==> config.mk <==
export PLATFORM = sky130hd
export DESIGN_NAME = load_unit_top
export DESIGN_NICKNAME = d
export VERILOG_FILES = /design/src/hdl/load_unit_pkg.sv /design/src/hdl/load_unit_top.sv /design/src/hdl/bus_port.sv /design/src/hdl/load_sequencer.sv /design/src/hdl/command_front.sv
export VERILOG_INCLUDE_DIRS = /design/src /design/src/hdl
export SDC_FILE = /design/constraint.sdc
export NUM_CORES = 1
export LEC_CHECK = 0
export ABC_AREA = 1
export BUFFER_PORTS_ARGS = -buffer_cell sky130_fd_sc_hd__clkbuf_2
export CORE_MARGIN = 4
export CORE_UTILIZATION = 25
export DETAILED_ROUTE_END_ITERATION = 10
export GPL_TIMING_DRIVEN = 0
export PLACE_DENSITY = 0.42
export SYNTH_ARGS = -nofsm -noshare
export SYNTH_HDL_FRONTEND = slang
export SYNTH_SLANG_ARGS = --single-unit
==> constraint.sdc <==
create_clock -name clk -period 5.96 [get_ports clk]
set_input_delay 0.596 -clock clk [delete_from_list [all_inputs] [get_ports clk]]
set_output_delay 0.596 -clock clk [all_outputs]
set_load 0.02 [all_outputs]
==> src/hdl/load_unit_params.svh <==
`ifndef LOAD_UNIT_PARAMS_SVH
`define LOAD_UNIT_PARAMS_SVH

// ##############################
// Address geometry
// ##############################

`define LU_OFFSET_W  16   // Segment and offset registers are one CPU word wide.
`define LU_PADDR_W   20   // Physical byte address; the word address is bits 19..1.

// ##############################
// Register file and bus
// ##############################

`define LU_SEG_COUNT 4    // ES, CS, SS and DS.
`define LU_MAX_WAIT  3    // Longest wait-state run seen on the external bus.

`endif
==> src/hdl/load_unit_pkg.sv <==
`include "load_unit_params.svh"

package load_unit_pkg;

    // ##############################
    // Encodings
    // ##############################

    typedef enum logic [1:0] {
        LOAD_BYTE,
        LOAD_WORD,
        SET_SEGMENT
    } lu_opcode_e;

    typedef enum logic [1:0] {
        SEG_ES,
        SEG_CS,
        SEG_SS,
        SEG_DS
    } lu_seg_e;

    typedef enum logic [1:0] {
        IDLE,
        FIRST,
        SECOND,
        DONE
    } lu_seq_state_e;

    typedef enum logic [1:0] {
        READY,
        LOAD_MAR,
        WAIT_DONE
    } lu_front_state_e;

    // ##############################
    // Bundles
    // ##############################

    typedef struct packed {
        lu_opcode_e              opcode;
        lu_seg_e                 seg;
        logic [`LU_OFFSET_W-1:0] offset;
        logic [`LU_OFFSET_W-1:0] data;    // New segment value for SET_SEGMENT.
    } lu_cmd_t;

    typedef struct packed {
        logic [`LU_PADDR_W-2:0] addr;     // Word address.
        logic                   read;
    } lu_bus_req_t;

endpackage

==> src/hdl/load_unit_top.sv <==
`timescale 1ns/1ps
`include "load_unit_params.svh"

module load_unit_top (
    input  logic                        clk,
    input  logic                        reset,
    // Command side.
    input  load_unit_pkg::lu_cmd_t      cmd,
    input  logic                        cmd_strobe,
    output logic                        busy,
    output logic [15:0]                 result,
    output logic                        result_strobe,
    // External word bus.
    output load_unit_pkg::lu_bus_req_t  mem_req,
    input  logic [15:0]                 mem_rdata,
    input  logic                        mem_ready
);

    logic                       write_mar;
    logic [`LU_OFFSET_W-1:0]    mar_in;
    logic [`LU_OFFSET_W-1:0]    segment;
    logic                       is_8bit;
    logic                       start;
    logic                       complete;
    load_unit_pkg::lu_bus_req_t bus_req;
    logic                       access;
    logic                       ack;
    logic [15:0]                ack_data;

    assign result_strobe = complete;

    // ##############################
    // Blocks
    // ##############################

    command_front u_front (
        .clk        (clk),
        .reset      (reset),
        .cmd        (cmd),
        .cmd_strobe (cmd_strobe),
        .complete   (complete),
        .busy       (busy),
        .write_mar  (write_mar),
        .mar_in     (mar_in),
        .segment    (segment),
        .is_8bit    (is_8bit),
        .start      (start)
    );

    load_sequencer u_seq (
        .clk        (clk),
        .reset      (reset),
        .write_mar  (write_mar),
        .mar_in     (mar_in),
        .segment    (segment),
        .start      (start),
        .is_8bit    (is_8bit),
        .bus_req    (bus_req),
        .access     (access),
        .ack        (ack),
        .ack_data   (ack_data),
        .mdr_out    (result),
        .complete   (complete)
    );

    bus_port u_bus (
        .clk        (clk),
        .reset      (reset),
        .bus_req    (bus_req),
        .access     (access),
        .ack        (ack),
        .ack_data   (ack_data),
        .mem_req    (mem_req),
        .mem_rdata  (mem_rdata),
        .mem_ready  (mem_ready)
    );

endmodule

==> src/hdl/bus_port.sv <==
`timescale 1ns/1ps

module bus_port (
    input  logic                        clk,
    input  logic                        reset,
    // Sequencer side.
    input  load_unit_pkg::lu_bus_req_t  bus_req,
    input  logic                        access,
    output logic                        ack,
    output logic [15:0]                 ack_data,
    // External word bus.
    output load_unit_pkg::lu_bus_req_t  mem_req,
    input  logic [15:0]                 mem_rdata,
    input  logic                        mem_ready
);

    logic outstanding;
    logic finishing;

    assign outstanding = mem_req.read;
    assign finishing   = outstanding && mem_ready;

    // ##############################
    // Request register
    // ##############################

    always_ff @(posedge clk or posedge reset) begin
        if (reset) begin
            mem_req <= '0;
            ack     <= 1'b0;
        end else begin
            ack <= 1'b0;
            if (outstanding) begin
                // Address stays on the bus through every wait state.
                if (mem_ready) begin
                    mem_req.read <= 1'b0;
                    ack          <= 1'b1;
                end
            end else if (access) begin
                mem_req <= bus_req;
            end
        end
    end

    // ##############################
    // Read data capture
    // ##############################

    always_ff @(posedge clk) begin
        if (finishing) begin
            ack_data <= mem_rdata;    // Valid alongside ack.
        end
    end

endmodule

==> src/hdl/load_sequencer.sv <==
`timescale 1ns/1ps
`include "load_unit_params.svh"

module load_sequencer (
    input  logic                        clk,
    input  logic                        reset,
    // Memory address register.
    input  logic                        write_mar,
    input  logic [`LU_OFFSET_W-1:0]     mar_in,
    input  logic [`LU_OFFSET_W-1:0]     segment,
    // Control.
    input  logic                        start,
    input  logic                        is_8bit,
    // Bus port side.
    output load_unit_pkg::lu_bus_req_t  bus_req,
    output logic                        access,
    input  logic                        ack,
    input  logic [15:0]                 ack_data,
    // Result.
    output logic [15:0]                 mdr_out,
    output logic                        complete
);

    load_unit_pkg::lu_seq_state_e state;
    logic [`LU_OFFSET_W-1:0] mar;
    logic [15:0] mdr;
    logic unaligned;
    logic fetching;
    logic last_read;

    // ##############################
    // Bus request
    // ##############################

    assign fetching = (state == load_unit_pkg::FIRST) || (state == load_unit_pkg::SECOND);

    // Segment times 8 plus the offset word index gives the word address.
    assign bus_req.addr = {segment, 3'b000} + {4'b0000, mar[`LU_OFFSET_W-1:1]};
    assign bus_req.read = fetching;
    assign access       = fetching && !ack;    // Let go as soon as the ack shows up.

    assign complete = (state == load_unit_pkg::DONE);
    assign mdr_out  = mdr;

    // A byte or an aligned word finishes on the first read.
    assign last_read = (state == load_unit_pkg::SECOND) || is_8bit || !unaligned;

    // ##############################
    // State and MAR
    // ##############################

    always_ff @(posedge clk or posedge reset) begin
        if (reset) begin
            state     <= load_unit_pkg::IDLE;
            unaligned <= 1'b0;
            mar       <= '0;
        end else begin
            if (ack) begin
                mar <= mar + 1'b1;    // Wraps inside the segment.
            end else if (write_mar) begin
                mar <= mar_in;
            end

            case (state)
                load_unit_pkg::IDLE: begin
                    if (start) begin
                        state     <= load_unit_pkg::FIRST;
                        unaligned <= mar[0];
                    end
                end
                load_unit_pkg::FIRST,
                load_unit_pkg::SECOND: begin
                    if (ack) begin
                        state <= last_read ? load_unit_pkg::DONE : load_unit_pkg::SECOND;
                    end
                end
                default: begin
                    state <= load_unit_pkg::IDLE;
                end
            endcase
        end
    end

    // ##############################
    // Byte lane assembly
    // ##############################

    always_ff @(posedge clk or posedge reset) begin
        if (reset) begin
            mdr <= '0;
        end else if (start && state == load_unit_pkg::IDLE) begin
            mdr <= '0;
        end else if (ack && state == load_unit_pkg::FIRST) begin
            if (is_8bit) begin
                // Odd offsets live in the high lane.
                mdr <= {8'h00, unaligned ? ack_data[15:8] : ack_data[7:0]};
            end else if (unaligned) begin
                mdr[7:0] <= ack_data[15:8];    // Low half of a split word.
            end else begin
                mdr <= ack_data;
            end
        end else if (ack && state == load_unit_pkg::SECOND) begin
            mdr[15:8] <= ack_data[7:0];
        end
    end

endmodule

==> src/hdl/command_front.sv <==
`timescale 1ns/1ps
`include "load_unit_params.svh"

module command_front (
    input  logic                    clk,
    input  logic                    reset,
    input  load_unit_pkg::lu_cmd_t  cmd,
    input  logic                    cmd_strobe,
    input  logic                    complete,
    output logic                    busy,
    output logic                    write_mar,
    output logic [`LU_OFFSET_W-1:0] mar_in,
    output logic [`LU_OFFSET_W-1:0] segment,
    output logic                    is_8bit,
    output logic                    start
);

    logic [`LU_OFFSET_W-1:0] seg_regs [`LU_SEG_COUNT];
    load_unit_pkg::lu_front_state_e state;
    logic accept;
    logic is_load;

    assign accept  = cmd_strobe && !busy;    // Strobes during a load are dropped.
    assign is_load = (cmd.opcode == load_unit_pkg::LOAD_BYTE) ||
                     (cmd.opcode == load_unit_pkg::LOAD_WORD);

    // ##############################
    // Segment register file
    // ##############################

    always_ff @(posedge clk or posedge reset) begin
        if (reset) begin
            for (int i = 0; i < `LU_SEG_COUNT; i++) begin
                seg_regs[i] <= '0;
            end
        end else if (accept && cmd.opcode == load_unit_pkg::SET_SEGMENT) begin
            seg_regs[cmd.seg] <= cmd.data;
        end
    end

    // ##############################
    // Load sequencing
    // ##############################

    always_ff @(posedge clk or posedge reset) begin
        if (reset) begin
            state     <= load_unit_pkg::READY;
            busy      <= 1'b0;
            write_mar <= 1'b0;
            start     <= 1'b0;
        end else begin
            write_mar <= 1'b0;
            start     <= 1'b0;
            case (state)
                load_unit_pkg::READY: begin
                    if (accept && is_load) begin
                        state     <= load_unit_pkg::LOAD_MAR;
                        busy      <= 1'b1;
                        write_mar <= 1'b1;
                    end
                end
                load_unit_pkg::LOAD_MAR: begin
                    start <= 1'b1;    // MAR is loaded at this edge.
                    state <= load_unit_pkg::WAIT_DONE;
                end
                load_unit_pkg::WAIT_DONE: begin
                    if (complete) begin
                        busy  <= 1'b0;
                        state <= load_unit_pkg::READY;
                    end
                end
                default: begin
                    state <= load_unit_pkg::READY;
                end
            endcase
        end
    end

    // Operands stay put until the next accepted load.
    always_ff @(posedge clk) begin
        if (accept && is_load) begin
            mar_in  <= cmd.offset;
            segment <= seg_regs[cmd.seg];
            is_8bit <= (cmd.opcode == load_unit_pkg::LOAD_BYTE);
        end
    end

endmodule

Word level (Yosys, flattened, before mapping)

Index checks and enable logic that the tools add are counted.

Reduce and logical (&&, ||, !) cells: 30
Equality and inequality tests: 12
Add/sub/neg operators: 2
Order comparisons: 2
Bitwise logic cells: 2
Multiplexer cells: 33

Operator list:

| operator              | number |
|---|---|
| $mux 16               | 7 |
| $bwmux 64             | 1 |
| $mux 8                | 5 |
| $bmux 16 s2           | 1 |
| $demux 16 s2          | 1 |
| $add 19x15->19        | 1 |
| $add 16x1->16 const B | 1 |
| $mux 1                | 11 |
| $reduce_and 2->1      | 5 |
| $logic_and 1x1->1     | 9 |
| $eq 2x2->1 const B    | 4 |
| $mux 2                | 4 |
| $eq 2x1->1 const B    | 3 |
| $logic_not 2->1       | 3 |
| $pmux 2 s3            | 1 |
| $reduce_bool 2->1     | 3 |
| $logic_or 1x1->1      | 4 |
| $ne 2x1->1 const B    | 2 |
| $ne 2x2->1 const B    | 2 |
| $ne 4x4->1 const B    | 1 |
| $pmux 2 s2            | 1 |
| $ge 3x3->1 const B    | 1 |
| $logic_not 1->1       | 3 |
| $lt 3x1->1 const B    | 1 |
| 6 further kinds       | 6 |

Word-level logic and storage cells: 101
Output and inout bits: 38
Bits in registers: 174
Input bits: 56

Logic depth before layout (Yosys ltp)

Depth in word-level cells: 6
Gate-level depth with buffers: 11
Depth with buffers taken out: 11

Cells and area by module

From an unflattened synthesis, not the netlist that was laid out.

Cells, all modules: 1,005
Area total of the unflattened synthesis: 8,577.0 um^2

Modules (own cells, without submodules):

| module         | cells each | area an instance (um^2) | instances | seq. area each (um^2) |
|---|---|---|---|---|
| command_front  | 430        | 4,264.1                 | 1         | 2,717.6 |
| load_sequencer | 466        | 2,985.4                 | 1         | 875.8 |
| bus_port       | 109        | 1,327.5                 | 1         | 1,006.0 |

Least setup slack after synthesis

OpenSTA, ideal clock, no wires.

Path kind: input port to flip-flop
Start point: input port cmd[35] (netlist name)
End point: register u_front.busy
Setup time: 0.081 ns
Required time: 5.879 ns
Arrival time: 3.446 ns
Stages: 3
Buffers on the path: 0
Path slack: 2.432 ns
Path through: nor3_1 nand3_1 nand2_1

Cells in the longest elaborated chain, start to end: 5
Elaborated cells on any way between the ends: 6
Classes of those cells: eq/ne (2); reduce/logical (4)

Ends and longest elaborated chain:

| what                                          | RTL line                                 | RTL |
|---|---|---|
| from (decl)                                   | load_unit_top.sv:8                       | `input load_unit_pkg::lu_cmd_t cmd,` |
| $eq 2x1->1 or $logic_not 2->1 (tied branches) | command_front.sv:25, command_front.sv:24 |  |
| $logic_or 1x1->1 *                            | command_front.sv:24                      | `assign is_load = (cmd.opcode == load_unit_pkg::LOAD_BYTE) \|\|` |
| $logic_and 1x1->1 *                           | command_front.sv:56                      | `if (accept && is_load) begin` |
| $ne 2x1->1 (no line) *                        | n/a                                      |  |
| $reduce_and 3->1 (no line) *                  | n/a                                      |  |
| to (signal assigned)                          | command_front.sv:48                      | `busy <= 1'b0;` |
| to (signal assigned)                          | command_front.sv:58                      | `busy <= 1'b1;` |
| to (signal assigned)                          | command_front.sv:68                      | `busy <= 1'b0;` |
| to (decl)                                     | command_front.sv:10                      | `output logic busy,` |

Mark *: on every way between the ends. The rest lies on a longest branch, timed or not.
A chain may end at the register's enable or synchronous reset.

Worst setup path after layout

Start point: register u_seq.state[0]
End point: register, netlist name u_bus.mem_req[11]

Cells in the longest elaborated chain, start to end: 4
Elaborated cells on any way between the ends: 5
Classes of those cells: eq/ne (2); reduce/logical (3)

Ends and longest elaborated chain:

| what                                     | RTL line             | RTL |
|---|---|---|
| from (decl)                              | load_sequencer.sv:24 | `load_unit_pkg::lu_seq_state_e state;` |
| from (signal assigned)                   | load_sequencer.sv:54 | `state <= load_unit_pkg::IDLE;` |
| from (signal assigned)                   | load_sequencer.sv:67 | `state <= load_unit_pkg::FIRST;` |
| from (signal assigned)                   | load_sequencer.sv:74 | `state <= last_read ? load_unit_pkg::DONE : load_unit_pkg::SECOND;` |
| $eq 2x1->1 or $eq 2x2->1 (tied branches) | load_sequencer.sv:35 | `assign fetching = (state == load_unit_pkg::FIRST) \|\| (state == load_unit_pkg::SECOND);` |
| $logic_or 1x1->1 *                       | load_sequencer.sv:35 |  |
| $logic_and 1x1->1 *                      | load_sequencer.sv:40 | `assign access = fetching && !ack;` |
| $reduce_and 2->1 (no line) *             | n/a                  |  |

Marks and branches as above.

==> run_results.csv <==
group,metric,value,unit
clock_network,path_clk_slew,0.08,ns
pwr,p_leak,4.712,nW
clock_network,cts_made_buffers,17,
critical_path,r2r_cells,8,
sta,holdWs,0.1594,ns
sta,relSlewSlack,26.88,%
sta,setup_viol,0,
global_routing,grt_max_degree,88,
die,die_x,186.6,µm
job,max_cap_viol_count,0,
critical_path,crit_arrival,2.91,ns
place,dp_hpwl,15960,µm
synthesis,synth_compound_area_share,11.28,%
synthesis,syn_inst,908,
synthesis,synthesis.area,7978,µm²
synthesis,yosys_register_bits,174,
outcome,outcome,"finished, final reports clean",
die,initial_core_util,25.28,%
clock_network,h-tree-depth,4,
critical_path,critPathMaxStageDelay,0.83,ns
sta,fin_crit_sh,43.40,%
critical_path,end_kind,"register",
finish,nNetsFinal,1099,
global_routing,grt_overflow,0,
sta,tightest_slew,1.088,ns
global_routing,globalRouteTotalUtil,13.07,%
synthesis,synth_nets,983,
sta,rsz0062_at_grt,"no",
die,core,31560,µm²
clock_network,clock_path_buffers,2,
route,wl_per_cell,15.65,µm
route,vias_per_cell,4.387,
finish,syn2layout_area_growth,20.94,%
synthesis,synth_mux_area_share,0,%
critical_path,cp-start-kind,"register",
synthesis,ys_warn_count,0,
critical_path,r2r-end,"u_bus.mem_req[11]",
synthesis,syn_avg_cell_area,8.786,µm²
global_routing,grt_pass1_wl,35560,µm
route,drt_pass1_iterations,5,
clock_network,root_buffer,"clkbuf_16",
route,vias,6313,
global_routing,antenna_found_initial,0,
finish,post-route-util,30.57,%
place,routabilityCongestion,0.7595,
die,top_level_ports,94,
sta,min_period,2.587,ns
critical_path,path_class,"reg2reg",
synthesis,synth-simple-area-share,21.28,%
clock_network,cts_setup_buffers,0,
critical_path,cp_slowest_cell,"nor3_1",
sta,tns,0,ns
finish,drive_above_1_share,14.37,%
pwr,power_density,289.2,nW/µm²
place,placed_area,9017,µm²
sta,fmax,0.3866,GHz
sta,slew_violations,0,
synthesis,yosys.area_share.adder,3.074,%
synthesis,synth_top_family_by_area,"simple AND/OR/NAND/NOR gates",
critical_path,crit_start,"u_seq.state[0]",
route,drtAntennaViolNets,0,
place,io_buffer_count,93,
synthesis,synth_cell_type_count,35,
finish,num-fill-cells,3421,
critical_path,critPathBufInv,4,
finish,fin_area,9648,µm²
synthesis,synthXorXnorAreaFrac,0.4391,%
pwr,worst_ir_drop_vdd,0.0001776,V
clock_network,cts_tree,"built",
worst_hold_path,hold_class,"in2async",
die,die_area,34830,µm²
global_routing,grt_pass1_vias,6253,
route,drc_errors,0,
die,row_count,65,
route,drt_iter0_markers,336,
critical_path,cp.required,6.29,ns
clock_network,cts.repair.resized,0,
synthesis,yosysSeqAreaShare,57.65,%
critical_path,path_max_fanout,10,
sta,hold_viol,0,
clock_network,cts.sinks,174,
route,routed_wl,22520,µm
pwr,design_power_total,0.002790,W
critical_path,regToRegStartpoint,"u_seq.state[0]",
clock_network,postCtsHoldBufs,0,
finish,num_antenna_cells,0,
sta,finalClockSkew,0.01295,ns
die,fp.dieH,186.6,µm
clock_network,clock_latency,0.45,ns
critical_path,reg2reg_slack,3.37,ns
critical_path,crit_family,"simple AND/OR/NAND/NOR gates",
critical_path,crit_chain,"inv_1, ha_1, inv_1, nor3_1, inv_2, clkbuf_1, nand2_1, nand2_1",
[registers in the layout (all words and copies together), names as in the netlist]
register and flops:
u_front.seg_regs 64, u_bus.mem_req 19, u_bus.ack_data 16, u_front.mar_in 16
u_front.segment 16, u_seq.mar 16, u_seq.mdr_out 16, u_front.state 2
u_seq.state 2, u_bus.ack 1, u_bus.outstanding 1, u_front.busy 1
u_front.is_8bit 1, u_front.start 1, u_front.write_mar 1, u_seq.unaligned 1
[worst max path at each step]
stage | endpoint | slack (ns) | cells past startpoint
floorplan | u_bus.ack | 2.04 | 1
global placement | u_bus.mem_req[8] | -0.01 | 2
detailed placement | u_bus.mem_req[12] | 3.30 | 8
CTS | u_bus.mem_req[12] | 3.26 | 8
global route | u_bus.mem_req[12] | 3.09 | 8
finish | u_bus.mem_req[11] | 3.37 | 8
[area by class of cell]
cell class              instances  area [µm²]  share of cell area, %
plain buffers                  28       117.6                  1.219
clock buffers                  18       450.4                  4.669
clock inverters                14       180.2                  1.867
inverters                     102       387.9                  4.020
multi-input cells             604        2883                  29.88
flip-flops and latches        174        4599                  47.67
well taps                     402       503.0                  5.213
repair buffers                 97       526.8                  5.460
[logic make-up (layout without fill, tap and decap cells)]
| group | Yosys count | count (layout) |
|---|---|---|
| buf+inv | 130 | 259 |
| xor+xnor | 4 | 4 |
| simple gates | 422 | 422 |
| fa+ha+maj | 19 | 19 |
| compound gates | 159 | 159 |
| flops | 174 | 174 |
[metal layers]
| metal | GRT usage (%) | wire length, µm |
|---|---|---|
| met5 | 0 | 0 |
| met4 | 3.612 | 250 |
| met3 | 2.825 | 839 |
| met2 | 20.56 | 10340 |
| met1 | 18.32 | 11100 |
[placed cells by master (no fill, tap or decap), drive strengths merged]
cell type,n
a21oi,15
nand3b,2
edfxtp,49
xnor2,3
o22ai,5
ha,18
nand4,4
inv,109
dfrtp,125
and2,2
o31ai,2
clkinv,7
clkbuf,130
or2,4
xor2,1
nand2,315
buf,13
nand3,47
fa,1
o21ai,109
a22oi,25
o21bai,1
nor2,38
nor3,10
o211ai,2
[cells in the mapped netlist, drive strengths merged]
master	count	area [µm²]
nand3b	2	15.01
ha	18	225.2
and2	2	12.51
or2	4	25.03
nor3	10	55.05
clkbuf	19	71.32
buf	9	46.29
a22oi	25	187.7
o22ai	5	31.28
o31ai	2	15.01
clkinv	2	7.510
nor2	38	145.1
o211ai	2	15.01
nand3	47	235.2
nand4	4	25.02
nand2	315	1185
xor2	1	8.760
xnor2	3	26.28
o21ai	109	556.8
o21bai	1	7.510
inv	100	375.4
a21oi	15	86.34
dfrtp	125	3128
edfxtp	49	1471
fa	1	20.02
[metrics by stage]
step | instances | setup WS [ns]
after floorplan | 908 | 2.036
after global placement | 1403 | -0.01065
after detailed placement | 1407 | 3.297
after CTS | 1439 | 3.264
after global routing | 1439 | 3.094
final | 1439 | 3.373
[worst reg2reg max path, cell delays in order, from the launching register on]
cell and delay (ns):
dfrtp_1 0.43, inv_1 0.09, ha_1 0.31, inv_1 0.09, nor3_1 0.83, inv_2 0.24
clkbuf_1 0.32, nand2_1 0.12, nand2_1 0.05
[power by group]
group / internal (W) / switching [W]
clock network: 0.000601 / 0.000581
logic: 0.000102 / 0.000189
registers: 0.00127 / 0.0000509
Power figures use the tool's default switching activity.
